**config.mk**
```make
export PLATFORM = sky130hd
export DESIGN_NAME = ip_eth_tx
export DESIGN_NICKNAME = d
export VERILOG_FILES = /design/src/source/ip_tx_pkg.sv /design/src/source/byte_stream_if.sv /design/src/source/axis_skid_buffer.sv /design/src/source/ip_eth_tx.sv /design/src/source/ip_hdr_serializer.sv /design/src/source/ip_tx_ctrl.sv
export SDC_FILE = /design/constraint.sdc
export NUM_CORES = 1
export LEC_CHECK = 0
export ABC_CLOCK_PERIOD_IN_PS = 7200
export BUFFER_PORTS_ARGS = -buffer_cell sky130_fd_sc_hd__clkbuf_2
export CORE_AREA = 2 2 247 127
export CTS_BUF_LIST = sky130_fd_sc_hd__clkbuf_8
export CTS_CLUSTER_SIZE = 16
export DETAILED_ROUTE_END_ITERATION = 8
export DIE_AREA = 0 0 249 129
export MAX_ROUTING_LAYER = met4
export PLACE_DENSITY_LB_ADDON = 0.3
export SKIP_CTS_REPAIR_TIMING = 1
export SLEW_MARGIN = 30
export SYNTH_ARGS = -nofsm -noshare
export SYNTH_HDL_FRONTEND = slang
export SYNTH_HIERARCHICAL = 1
export SYNTH_SLANG_ARGS = --single-unit
```
**constraint.sdc**
```tcl
create_clock -name clk -period 7.2 [get_ports clk]
set_clock_uncertainty 0.1 [all_clocks]
set_input_delay 0.36 -clock clk [delete_from_list [all_inputs] [get_ports clk]]
set_output_delay 0.36 -clock clk [all_outputs]
set_load 0.01 [all_outputs]
```
**src/source/ip_tx_pkg.sv**
```systemverilog
package ip_tx_pkg;

    localparam int BYTE_W = 8;
    localparam int IP_HDR_BYTES = 20;

    localparam logic [3:0] IP_VERSION = 4'd4;
    localparam logic [3:0] IP_IHL = 4'd5;

    // ipv4 header without options, first field in the top bits
    typedef struct packed {
        logic [3:0]  version;
        logic [3:0]  ihl;
        logic [5:0]  dscp;
        logic [1:0]  ecn;
        logic [15:0] total_length;
        logic [15:0] identification;
        logic [2:0]  flags;
        logic [12:0] frag_offset;
        logic [7:0]  ttl;
        logic [7:0]  protocol;
        logic [15:0] checksum;
        logic [31:0] src_ip;
        logic [31:0] dst_ip;
    } ipv4_hdr_t;

    // byte view feeds the serializer, word view feeds the checksum
    typedef union packed {
        ipv4_hdr_t                  fields;
        logic [0:19][BYTE_W-1:0]    bytes;
        logic [0:9][15:0]           words;
    } ipv4_hdr_u;

    typedef struct packed {
        logic [47:0] dest_mac;
        logic [47:0] src_mac;
        logic [15:0] eth_type;
    } eth_hdr_t;

    typedef struct packed {
        eth_hdr_t    eth;
        logic [5:0]  dscp;
        logic [1:0]  ecn;
        logic [15:0] total_length;
        logic [15:0] identification;
        logic [2:0]  flags;
        logic [12:0] frag_offset;
        logic [7:0]  ttl;
        logic [7:0]  protocol;
        logic [31:0] src_ip;
        logic [31:0] dst_ip;
    } tx_hdr_t;

    // end-around carry folds bit 16 back into the sum
    function automatic logic [15:0] add_ones_complement(input logic [15:0] a,
                                                        input logic [15:0] b);
        logic [16:0] sum;
        sum = {1'b0, a} + {1'b0, b};
        return sum[15:0] + {15'd0, sum[16]};
    endfunction

endpackage

```
**src/source/byte_stream_if.sv**
```systemverilog
interface byte_stream_if #(
    parameter int DATA_W = ip_tx_pkg::BYTE_W
);
    logic [DATA_W-1:0] data;
    logic              valid;
    logic              ready;
    logic              last;
    logic              user;

    // byte moves when valid and ready are high on a rising edge
    modport source (
        output data, valid, last, user,
        input  ready
    );

    modport sink (
        input  data, valid, last, user,
        output ready
    );

endinterface

```
**src/source/axis_skid_buffer.sv**
```systemverilog
module axis_skid_buffer #(
    parameter int DATA_W = ip_tx_pkg::BYTE_W
) (
    input  logic              clk,
    input  logic              rst_n,
    byte_stream_if.sink       in,
    output logic [DATA_W-1:0] m_data,
    output logic              m_valid,
    output logic              m_last,
    output logic              m_user,
    input  logic              m_ready
);

    logic              ready_q;
    logic              ready_early;
    logic              m_valid_d;
    logic              tmp_valid_q, tmp_valid_d;
    logic [DATA_W-1:0] tmp_data_q;
    logic              tmp_last_q;
    logic              tmp_user_q;
    logic              load_out;
    logic              load_tmp;
    logic              tmp_to_out;

    // accept next cycle if downstream takes a byte or nothing is held
    assign ready_early = m_ready || (!tmp_valid_q && !m_valid);
    assign in.ready = ready_q;

    always_comb begin
        m_valid_d = m_valid;
        tmp_valid_d = tmp_valid_q;
        load_out = 1'b0;
        load_tmp = 1'b0;
        tmp_to_out = 1'b0;
        if (ready_q) begin
            if (m_ready || !m_valid) begin
                m_valid_d = in.valid;
                load_out = 1'b1;
            end else begin
                // output stalled, park the byte
                tmp_valid_d = in.valid;
                load_tmp = 1'b1;
            end
        end else if (m_ready) begin
            m_valid_d = tmp_valid_q;
            tmp_valid_d = 1'b0;
            tmp_to_out = 1'b1;
        end
    end

    always_ff @(posedge clk or negedge rst_n) begin
        if (!rst_n) begin
            ready_q <= 1'b0;
            m_valid <= 1'b0;
            tmp_valid_q <= 1'b0;
        end else begin
            ready_q <= ready_early;
            m_valid <= m_valid_d;
            tmp_valid_q <= tmp_valid_d;
        end
    end

    always_ff @(posedge clk) begin
        if (load_out) begin
            m_data <= in.data;
            m_last <= in.last;
            m_user <= in.user;
        end else if (tmp_to_out) begin
            m_data <= tmp_data_q;
            m_last <= tmp_last_q;
            m_user <= tmp_user_q;
        end
        if (load_tmp) begin
            tmp_data_q <= in.data;
            tmp_last_q <= in.last;
            tmp_user_q <= in.user;
        end
    end

endmodule

```
**src/source/ip_eth_tx.sv**
```systemverilog
module ip_eth_tx #(
    parameter int DATA_W = ip_tx_pkg::BYTE_W
) (
    input  logic              clk,
    input  logic              rst_n,
    input  logic              s_ip_hdr_valid,
    output logic              s_ip_hdr_ready,
    input  logic [47:0]       s_eth_dest_mac,
    input  logic [47:0]       s_eth_src_mac,
    input  logic [15:0]       s_eth_type,
    input  logic [5:0]        s_ip_dscp,
    input  logic [1:0]        s_ip_ecn,
    input  logic [15:0]       s_ip_length,
    input  logic [15:0]       s_ip_identification,
    input  logic [2:0]        s_ip_flags,
    input  logic [12:0]       s_ip_fragment_offset,
    input  logic [7:0]        s_ip_ttl,
    input  logic [7:0]        s_ip_protocol,
    input  logic [31:0]       s_ip_source_ip,
    input  logic [31:0]       s_ip_dest_ip,
    input  logic [DATA_W-1:0] s_ip_payload_axis_tdata,
    input  logic              s_ip_payload_axis_tvalid,
    output logic              s_ip_payload_axis_tready,
    input  logic              s_ip_payload_axis_tlast,
    input  logic              s_ip_payload_axis_tuser,
    output logic              m_eth_hdr_valid,
    input  logic              m_eth_hdr_ready,
    output logic [47:0]       m_eth_dest_mac,
    output logic [47:0]       m_eth_src_mac,
    output logic [15:0]       m_eth_type,
    output logic [DATA_W-1:0] m_eth_payload_axis_tdata,
    output logic              m_eth_payload_axis_tvalid,
    input  logic              m_eth_payload_axis_tready,
    output logic              m_eth_payload_axis_tlast,
    output logic              m_eth_payload_axis_tuser,
    output logic              busy,
    output logic              payload_length_error
);

    ip_tx_pkg::tx_hdr_t                 hdr_in;
    ip_tx_pkg::eth_hdr_t                eth_hdr;
    logic                               capture;
    logic                               hdr_advance;
    logic [ip_tx_pkg::BYTE_W-1:0]       hdr_byte;
    logic                               hdr_last;
    logic [15:0]                        payload_len;

    byte_stream_if #(.DATA_W(DATA_W)) int_s ();

    // gather the parallel header fields
    assign hdr_in.eth.dest_mac = s_eth_dest_mac;
    assign hdr_in.eth.src_mac = s_eth_src_mac;
    assign hdr_in.eth.eth_type = s_eth_type;
    assign hdr_in.dscp = s_ip_dscp;
    assign hdr_in.ecn = s_ip_ecn;
    assign hdr_in.total_length = s_ip_length;
    assign hdr_in.identification = s_ip_identification;
    assign hdr_in.flags = s_ip_flags;
    assign hdr_in.frag_offset = s_ip_fragment_offset;
    assign hdr_in.ttl = s_ip_ttl;
    assign hdr_in.protocol = s_ip_protocol;
    assign hdr_in.src_ip = s_ip_source_ip;
    assign hdr_in.dst_ip = s_ip_dest_ip;

    assign m_eth_dest_mac = eth_hdr.dest_mac;
    assign m_eth_src_mac = eth_hdr.src_mac;
    assign m_eth_type = eth_hdr.eth_type;

    ip_hdr_serializer ser_i (
        .clk         (clk),
        .rst_n       (rst_n),
        .capture     (capture),
        .hdr_in      (hdr_in),
        .hdr_advance (hdr_advance),
        .hdr_byte    (hdr_byte),
        .hdr_last    (hdr_last),
        .payload_len (payload_len),
        .eth_hdr     (eth_hdr)
    );

    ip_tx_ctrl ctrl_i (
        .clk                  (clk),
        .rst_n                (rst_n),
        .s_hdr_valid          (s_ip_hdr_valid),
        .s_hdr_ready          (s_ip_hdr_ready),
        .m_hdr_valid          (m_eth_hdr_valid),
        .m_hdr_ready          (m_eth_hdr_ready),
        .capture              (capture),
        .hdr_advance          (hdr_advance),
        .hdr_byte             (hdr_byte),
        .hdr_last             (hdr_last),
        .payload_len          (payload_len),
        .s_data               (s_ip_payload_axis_tdata),
        .s_valid              (s_ip_payload_axis_tvalid),
        .s_last               (s_ip_payload_axis_tlast),
        .s_user               (s_ip_payload_axis_tuser),
        .s_ready              (s_ip_payload_axis_tready),
        .out                  (int_s),
        .busy                 (busy),
        .payload_length_error (payload_length_error)
    );

    axis_skid_buffer #(.DATA_W(DATA_W)) skid_i (
        .clk     (clk),
        .rst_n   (rst_n),
        .in      (int_s),
        .m_data  (m_eth_payload_axis_tdata),
        .m_valid (m_eth_payload_axis_tvalid),
        .m_last  (m_eth_payload_axis_tlast),
        .m_user  (m_eth_payload_axis_tuser),
        .m_ready (m_eth_payload_axis_tready)
    );

endmodule

```
**src/source/ip_hdr_serializer.sv**
```systemverilog
module ip_hdr_serializer (
    input  logic                          clk,
    input  logic                          rst_n,
    input  logic                          capture,
    input  ip_tx_pkg::tx_hdr_t            hdr_in,
    input  logic                          hdr_advance,
    output logic [ip_tx_pkg::BYTE_W-1:0]  hdr_byte,
    output logic                          hdr_last,
    output logic [15:0]                   payload_len,
    output ip_tx_pkg::eth_hdr_t           eth_hdr
);

    localparam logic [4:0] LAST_PTR = 5'(ip_tx_pkg::IP_HDR_BYTES - 1);

    ip_tx_pkg::ipv4_hdr_u hdr_new;
    ip_tx_pkg::ipv4_hdr_u hdr_q;
    ip_tx_pkg::eth_hdr_t  eth_q;

    logic [4:0]  ptr_q;
    logic [15:0] sum_q;

    // checksum field starts at zero so it drops out of the sum
    always_comb begin
        hdr_new = '0;
        hdr_new.fields.version = ip_tx_pkg::IP_VERSION;
        hdr_new.fields.ihl = ip_tx_pkg::IP_IHL;
        hdr_new.fields.dscp = hdr_in.dscp;
        hdr_new.fields.ecn = hdr_in.ecn;
        hdr_new.fields.total_length = hdr_in.total_length;
        hdr_new.fields.identification = hdr_in.identification;
        hdr_new.fields.flags = hdr_in.flags;
        hdr_new.fields.frag_offset = hdr_in.frag_offset;
        hdr_new.fields.ttl = hdr_in.ttl;
        hdr_new.fields.protocol = hdr_in.protocol;
        hdr_new.fields.src_ip = hdr_in.src_ip;
        hdr_new.fields.dst_ip = hdr_in.dst_ip;
    end

    // header payload
    always_ff @(posedge clk) begin
        if (capture) begin
            hdr_q <= hdr_new;
            eth_q <= hdr_in.eth;
        end
    end

    // byte pointer and running checksum
    always_ff @(posedge clk or negedge rst_n) begin
        if (!rst_n) begin
            ptr_q <= '0;
            sum_q <= '0;
        end else if (capture) begin
            ptr_q <= '0;
            sum_q <= '0;
        end else if (hdr_advance) begin
            if (ptr_q < 5'd10) begin
                sum_q <= ip_tx_pkg::add_ones_complement(sum_q, hdr_q.words[ptr_q[3:0]]);
            end
            if (ptr_q != LAST_PTR) begin
                ptr_q <= ptr_q + 5'd1;
            end
        end
    end

    // words 0..9 are summed by the time byte 10 goes out
    always_comb begin
        case (ptr_q)
            5'd10:   hdr_byte = ~sum_q[15:8];
            5'd11:   hdr_byte = ~sum_q[7:0];
            default: hdr_byte = hdr_q.bytes[ptr_q];
        endcase
    end

    assign hdr_last = (ptr_q == LAST_PTR);
    assign payload_len = hdr_q.fields.total_length - 16'(ip_tx_pkg::IP_HDR_BYTES);
    assign eth_hdr = eth_q;

endmodule

```
**src/source/ip_tx_ctrl.sv**
```systemverilog
module ip_tx_ctrl (
    input  logic                          clk,
    input  logic                          rst_n,
    input  logic                          s_hdr_valid,
    output logic                          s_hdr_ready,
    output logic                          m_hdr_valid,
    input  logic                          m_hdr_ready,
    output logic                          capture,
    output logic                          hdr_advance,
    input  logic [ip_tx_pkg::BYTE_W-1:0]  hdr_byte,
    input  logic                          hdr_last,
    input  logic [15:0]                   payload_len,
    input  logic [ip_tx_pkg::BYTE_W-1:0]  s_data,
    input  logic                          s_valid,
    input  logic                          s_last,
    input  logic                          s_user,
    output logic                          s_ready,
    byte_stream_if.source                 out,
    output logic                          busy,
    output logic                          payload_length_error
);

    typedef enum logic [1:0] {
        ST_IDLE,
        ST_HEADER,
        ST_PAYLOAD
    } state_t;

    state_t      state_q, state_d;
    logic        s_hdr_ready_q, s_hdr_ready_d;
    logic        m_hdr_valid_q, m_hdr_valid_d;
    logic [15:0] word_cnt_q, word_cnt_d;
    logic        len_err_q, len_err_d;
    logic        busy_q;

    // both terms are flops, no path from s_valid or downstream ready
    assign s_ready = (state_q == ST_PAYLOAD) && out.ready;

    always_comb begin
        state_d = state_q;
        s_hdr_ready_d = 1'b0;
        m_hdr_valid_d = m_hdr_valid_q && !m_hdr_ready;
        word_cnt_d = word_cnt_q;
        len_err_d = 1'b0;
        capture = 1'b0;
        hdr_advance = 1'b0;
        out.valid = 1'b0;
        out.data = '0;
        out.last = 1'b0;
        out.user = 1'b0;

        case (state_q)
            ST_IDLE: begin
                // wait for the eth header output to drain first
                s_hdr_ready_d = !m_hdr_valid_d;
                if (s_hdr_valid && s_hdr_ready_q) begin
                    capture = 1'b1;
                    s_hdr_ready_d = 1'b0;
                    m_hdr_valid_d = 1'b1;
                    state_d = ST_HEADER;
                end
            end
            ST_HEADER: begin
                out.valid = 1'b1;
                out.data = hdr_byte;
                if (out.ready) begin
                    hdr_advance = 1'b1;
                    if (hdr_last) begin
                        word_cnt_d = payload_len;
                        state_d = ST_PAYLOAD;
                    end
                end
            end
            ST_PAYLOAD: begin
                out.data = s_data;
                out.last = s_last;
                out.user = s_user;
                if (s_valid && s_ready) begin
                    out.valid = 1'b1;
                    // saturate so an overlong payload stays flagged
                    if (word_cnt_q != 16'd0) begin
                        word_cnt_d = word_cnt_q - 16'd1;
                    end
                    if (s_last) begin
                        if (word_cnt_q != 16'd1) begin
                            out.user = 1'b1;
                            len_err_d = 1'b1;
                        end
                        s_hdr_ready_d = !m_hdr_valid_d;
                        state_d = ST_IDLE;
                    end
                end
            end
            default: state_d = ST_IDLE;
        endcase
    end

    always_ff @(posedge clk or negedge rst_n) begin
        if (!rst_n) begin
            state_q <= ST_IDLE;
            s_hdr_ready_q <= 1'b0;
            m_hdr_valid_q <= 1'b0;
            word_cnt_q <= '0;
            len_err_q <= 1'b0;
            busy_q <= 1'b0;
        end else begin
            state_q <= state_d;
            s_hdr_ready_q <= s_hdr_ready_d;
            m_hdr_valid_q <= m_hdr_valid_d;
            word_cnt_q <= word_cnt_d;
            len_err_q <= len_err_d;
            busy_q <= (state_d != ST_IDLE);
        end
    end

    assign s_hdr_ready = s_hdr_ready_q;
    assign m_hdr_valid = m_hdr_valid_q;
    assign busy = busy_q;
    assign payload_length_error = len_err_q;

endmodule

```
# == Word-level counts from Yosys, hierarchy flattened ==
# Index checks and enable logic that the tools add are counted.
# totals
ff_bits,314
inputBits,264
out_inout_bits,128
elab_cells,135
# classes
n_addsub,5
n_lt_le_gt_ge,3
eq_ne,13
mux,64
bitwise,4
reduce_logical,25
# op_table
op,n
16-bit two-way mux,9
16-bit binary-select mux with 4-bit select,1
8-bit binary-select mux with 5-bit select,1
1-bit two-way mux,35
8-bit two-way mux,4
16-bit one-hot mux with 2 select lines,1
8-bit one-hot mux with 2 select lines,2
16-bit by 16-bit adder with 17-bit output,1
16-bit by 1-bit adder with 16-bit output,1
"16-bit by 1-bit inequality test with 1-bit output, second input constant",1
8-bit inverter,2
16-bit nonzero test,1
"16-bit by 1-bit subtractor with 16-bit output, second input constant",1
"16-bit by 5-bit subtractor with 16-bit output, second input constant",1
5-bit two-way mux,3
2-bit nonzero test,7
"5-bit by 4-bit == test with 1-bit output, second input constant",2
2-bit two-way mux,5
"2-bit inequality test, second input constant",4
2-bit AND reduction,4
"6-bit >= comparator, second input constant",1
5-bit inverter with 6-bit output,1
2-bit one-hot mux with 3 select lines,1
"5-bit by 1-bit adder with 5-bit output, second input constant",1
other kinds (14),24

# == Depth between registers and ports, before layout ==
# depth
depth_word,9
mapped_depth,24
mapped_depth_nobuf,20

# == Modules after synthesis ==
# The synthesis kept the hierarchy.
# by_module_without_submodules
mod,n_inst,cells_per_inst,area_each_um2,seq_area_each_um2
ip_hdr_serializer,1,832,12175.4,7972.6
ip_tx_ctrl,1,205,1696.6,550.5
axis_skid_buffer,1,46,918.4,675.6

# == Worst setup path after synthesis ==
# Ideal clock, no wire load.
# synth_path
kind,register to register
start,register ctrl_i.state_q[1]
end,register ser_i.sum_q[1]
setup_ns,0.142
arrival_ns,6.976
t_required_ns,6.958
slack_ns,-0.018
path_stages_with_launch,6
path_buffers,1
cell_sequence,dfrtp_1 -> inv_1 -> ha_1 -> and3_1 -> clkbuf_1 -> a211oi_1
# synth_via
elab_chain_len,4
word_cells_on_any_way,8
classes_between,eq/ne (1); mux (3); reduce/logical (4)
# synth_rtl
item,line_no,rtl
from (decl),ip_tx_ctrl.sv:29,"state_t state_q, state_d;"
from (signal assigned),ip_tx_ctrl.sv:107,state_q <= state_d;
2-bit logical NOT (*),ip_tx_ctrl.sv:52,case (state_q)
1-bit two-way mux (*),ip_tx_ctrl.sv:52,
named net capture,ip_eth_tx.sv:42,logic capture;
2-bit nonzero test (no line),n/a,
2-bit AND reduction (no line),n/a,
to (signal assigned),ip_hdr_serializer.sv:57,"sum_q <= ip_tx_pkg::add_ones_complement(sum_q, hdr_q.words[ptr_q[3:0]]);"
to (decl),ip_hdr_serializer.sv:20,logic [15:0] sum_q;
# Mark *: on every way through the listed nets, which the timed path passes. The rest lies on a longest branch.
# A chain may end at the register's enable or synchronous reset.

# == Final worst setup path ==
# layout_path
start,register ser_i.ptr_q[1]
end,register ser_i.sum_q[15]
# layout_via
elab_chain_len,9
word_cells_on_any_way,12
classes_between,add/sub (2); order compare (1); mux (6); bitwise (1); reduce/logical (2)
# layout_rtl
item,line_no,rtl
from (decl),ip_hdr_serializer.sv:19,logic [4:0] ptr_q;
from (signal assigned),ip_hdr_serializer.sv:60,ptr_q <= ptr_q + 5'd1;
4-bit inverter with 5-bit output (not written as such),ip_hdr_serializer.sv:57,
16-bit binary-select mux with 4-bit select,ip_hdr_serializer.sv:57,
16-bit two-way mux (not written as such) (2 in a row),ip_hdr_serializer.sv:57,
16-bit by 16-bit adder with 17-bit output,ip_tx_pkg.sv:57,"sum = {1'b0, a} + {1'b0, b};"
16-bit by 1-bit adder with 16-bit output,ip_tx_pkg.sv:58,"return sum[15:0] + {15'd0, sum[16]};"
16-bit two-way mux,ip_hdr_serializer.sv:56,if (ptr_q < 5'd10) begin
16-bit two-way mux,ip_hdr_serializer.sv:55,end else if (hdr_advance) begin
16-bit two-way mux,ip_hdr_serializer.sv:52,end else if (capture) begin
# Parallel ways exist; a longest one is shown, timed or not. The select of a mux whose other input is x is not followed.

==> metrics.txt <==
total core area 29900 µm²; GRT Total Usage 0.285; Iter 0 DRT Violations 1438; WL met1 22.2 mm; clock sink count 314; clk_lat worst skew 590 ps; # rows 45; XOR/XNOR Fraction of Synth Area 0.0201; Initial Util 0.495; fillers 2122; synth unique cells 84; critical path start-end classification register to register; most frequent cells in the layout clkbuf_2, edfxtp_1, dlygate4sd3_1, nor2_1, nand2_1; final setup TNS 0 ps; TritonCTS clock tree yes; Hold Fails Final Rpt 0; largest net degree at the start of global routing 203; maximum fanout along the worst path 68; Slowest-stage cell, CP dfrtp_4; dpl hpwl 33.8 mm; Post-synth EDFFs 268; synth warn 6; post-layout min period 6010 ps; CTS Root Cell clkbuf_8; Peak supply drop 0.251 mV; Top Ports 392; DIE HEIGHT 129 µm; RSZ-0062 raised after global routing no; TritonCTS buffer count 43; Hold Crit Class input pin to register; Top Metal Used met4; commonest non-fill, non-tap cell in the layout clkbuf_2; Synth-to-Final Area Change 38.5%; mux share of post-synthesis cell area 0.0995; met2 wire length 21.8 mm; Finished Layout Cells 2156; DRT Pass-1 Iters 5; post-synthesis sequential area ratio 0.622; post-synthesis register bit count 314; layout cells sized above 1 0.307; outcome completed; IO Port Bufs 391; Placed Cells incl. Taps 1820; clk slew on worst S/H paths 70 ps; Final Max Slew Viols 0; Final period util 0.835; static leakage 8.20 nW; placer congestion estimate 0.987; DR WL/cell 23.1 µm; global route total overflow 0; Syn Nets 1375; critical path's largest stage delay 1030 ps; Max Root-Sink Buffers 3; worst rel slew slack 0.354; DR vias/cell 5.69; Synth Area in Adders 0.0242; commonest register cell after synthesis edfxtp_1; pwr dens 414 nW/µm²; number of routed nets with antenna violations 0; H-tree depth 2; vias in the first global route 10252; max cap viols 0; die area 32100 µm²; CP top delay family compound AO/OA/AOI/OAI gates; Syn Area/Cell 13.7 µm²; Cells after Synth 1083; largest family of logic cells by synthesized area compound AO/OA/AOI/OAI gates; Arrival @ worst endpoint 6380 ps; Compound-Gate Fraction of Synth Area 0.114; global-route wire length before repair 65.9 mm; asr flop ratio synth 0.146; Worst Path Buf+Inv 0; CP cell instances mux2i_1 > nor2_1 > a31oi_1 > nor2_1 > a221oi_1 > o22ai_1 > fa_1 > a21o_2 > a22o_1 > o311ai_2 > a31o_2 > o21bai_1 > a21o_1 > ha_1 > and3_1 > and3_1 > nor4b_4 > nand4_2 > o211ai_1 > a311oi_1; worst path required time 7570 ps; Critical Path Source Type register; initial antenna violation count 5; via count 12271; Layout Nets 2012; Die Wd 249 µm; mapped cell area 14800 µm²; endpoints failing setup 0; simple-gate share of the synthesized area 0.0973; DRC Markers 0; met3 WL 5.08 mm; highest achievable clock rate 0.166 GHz; worst slew pin tran 965 ps; crit end category register; WL final 49.8 mm
[flip-flops by register name, indices dropped and copies added, names as in the netlist, 2 cells and up]
name               cells
ser_i/hdr_q          136
ser_i/ptr_q            5
skid_i/tmp_data_q      8
ser_i/sum_q           16
skid_i/m_data          8
ctrl_i/word_cnt_q     16
ser_i/eth_hdr        112
ctrl_i/state_q         2
[per-layer routing]
layer,global-route usage,vias up
met5,-,-
met4,0.0460,0
met3,0.0795,64
met2,0.370,695
met1,0.443,6034
li1,-,5478
[cell usage after synthesis (4+ instances only)]
master | count | area (µm²)
nor3b_1 | 4 | 30.0
o211ai_1 | 8 | 60.1
mux2i_1 | 60 | 601
o22ai_1 | 12 | 75.1
o21ai_0 | 41 | 205
clkbuf_1 | 33 | 124
o21bai_1 | 4 | 30.0
edfxtp_1 | 268 | 8050
a211oi_1 | 18 | 135
xnor2_1 | 18 | 158
xor2_1 | 16 | 140
and2_1 | 8 | 50.1
or3_1 | 4 | 25.0
and3_1 | 7 | 43.8
mux4_2 | 27 | 608
nor2_1 | 87 | 327
mux2_2 | 10 | 113
ha_1 | 27 | 338
o221ai_1 | 13 | 114
nor4_1 | 12 | 75.1
a22oi_1 | 18 | 135
inv_1 | 21 | 78.8
nand3_1 | 24 | 120
a22o_1 | 8 | 70.1
nor3_1 | 14 | 70.1
dfrtp_1 | 46 | 1150
buf_2 | 10 | 50.1
nand2_1 | 65 | 244
a31oi_1 | 17 | 106
a21oi_1 | 43 | 215
a221oi_1 | 8 | 70.1
nand2b_1 | 5 | 31.3
nand3b_1 | 4 | 30.0
buf_4 | 5 | 37.5
o22a_1 | 5 | 43.8
a21o_1 | 10 | 75.1
buf_1 | 13 | 48.8
nor2b_1 | 14 | 87.6
mux2_4 | 10 | 150
[per-stage QoR]
| step | worst slack [ps] | area, µm² | power, W | hold slack (ps) | utilization |
|---|---|---|---|---|---|
| 5_1_grt | 767 | 20500 | 0.00889 | 4.98 | 0.685 |
| 3_5_place_dp | 1330 | 17100 | 0.00683 | 389 | 0.571 |
| 2_1_floorplan | 1890 | 14800 | 0.00568 | -35.6 | - |
| 4_1_cts | 1320 | 17900 | 0.00820 | -227 | 0.599 |
| 3_3_place_gp | 1540 | 17100 | 0.00682 | 379 | 0.571 |
| 6_report | 1190 | 20500 | 0.00848 | 5.22 | 0.685 |
[worst paths after layout]
check / from / end / slack [ps] / depth (start not counted)
setup / recovery: ser_i/ptr_q[1] / ser_i/sum_q[15] / 1190 / 20
hold / removal: s_ip_payload_axis_tlast / ctrl_i/payload_length_error / 5 / 3
setup reg to reg: ser_i/ptr_q[1] / ser_i/sum_q[15] / 1190 / 20
hold reg to reg: skid_i/tmp_valid_q / skid_i/in.ready / 430 / 1
max in group asynchronous: rst_n / ser_i/ptr_q[1] / 6160 / 3
min in group asynchronous: rst_n / ser_i/sum_q[10] / 330 / 3
[where the power goes]
group          switching, W  total (W)  leakage [nW]  internal (W)
clock network      0.000720    0.00138         0.470      0.000656
logic               0.00243    0.00411          4.69       0.00168
registers          0.000462    0.00299          3.04       0.00253
total               0.00362    0.00848          8.20       0.00486
[tightest hold or removal path: cells and delay by family]
kind                   cells  cell delay [ps]
and+or+nand+nor            1               80
buffers and inverters      1              120
AOI/OAI and AO/OA          1               80
[final cells by class]
class,count,area (µm²),share of cell area
sequential,314,9210,0.450
multi-input combinational,687,5260,0.257
timing repair buffer,653,4590,0.224
clock buffer,48,661,0.0323
tap,399,499,0.0244
clock inverter,29,169,0.00825
inverter,21,78.8,0.00385
antenna,5,12.5,0.000611
[cell families after synthesis]
| family | Yosys count |
|---|---|
| AOI/OAI and AO/OA | 241 |
| xor gates and xnor gates | 34 |
| adders and majority gates | 28 |
| buffers and inverters | 82 |
| DFF | 314 |
| muxes | 107 |
| and+or+nand+nor | 277 |
Note: power is estimated with default switching activity, not from simulation.
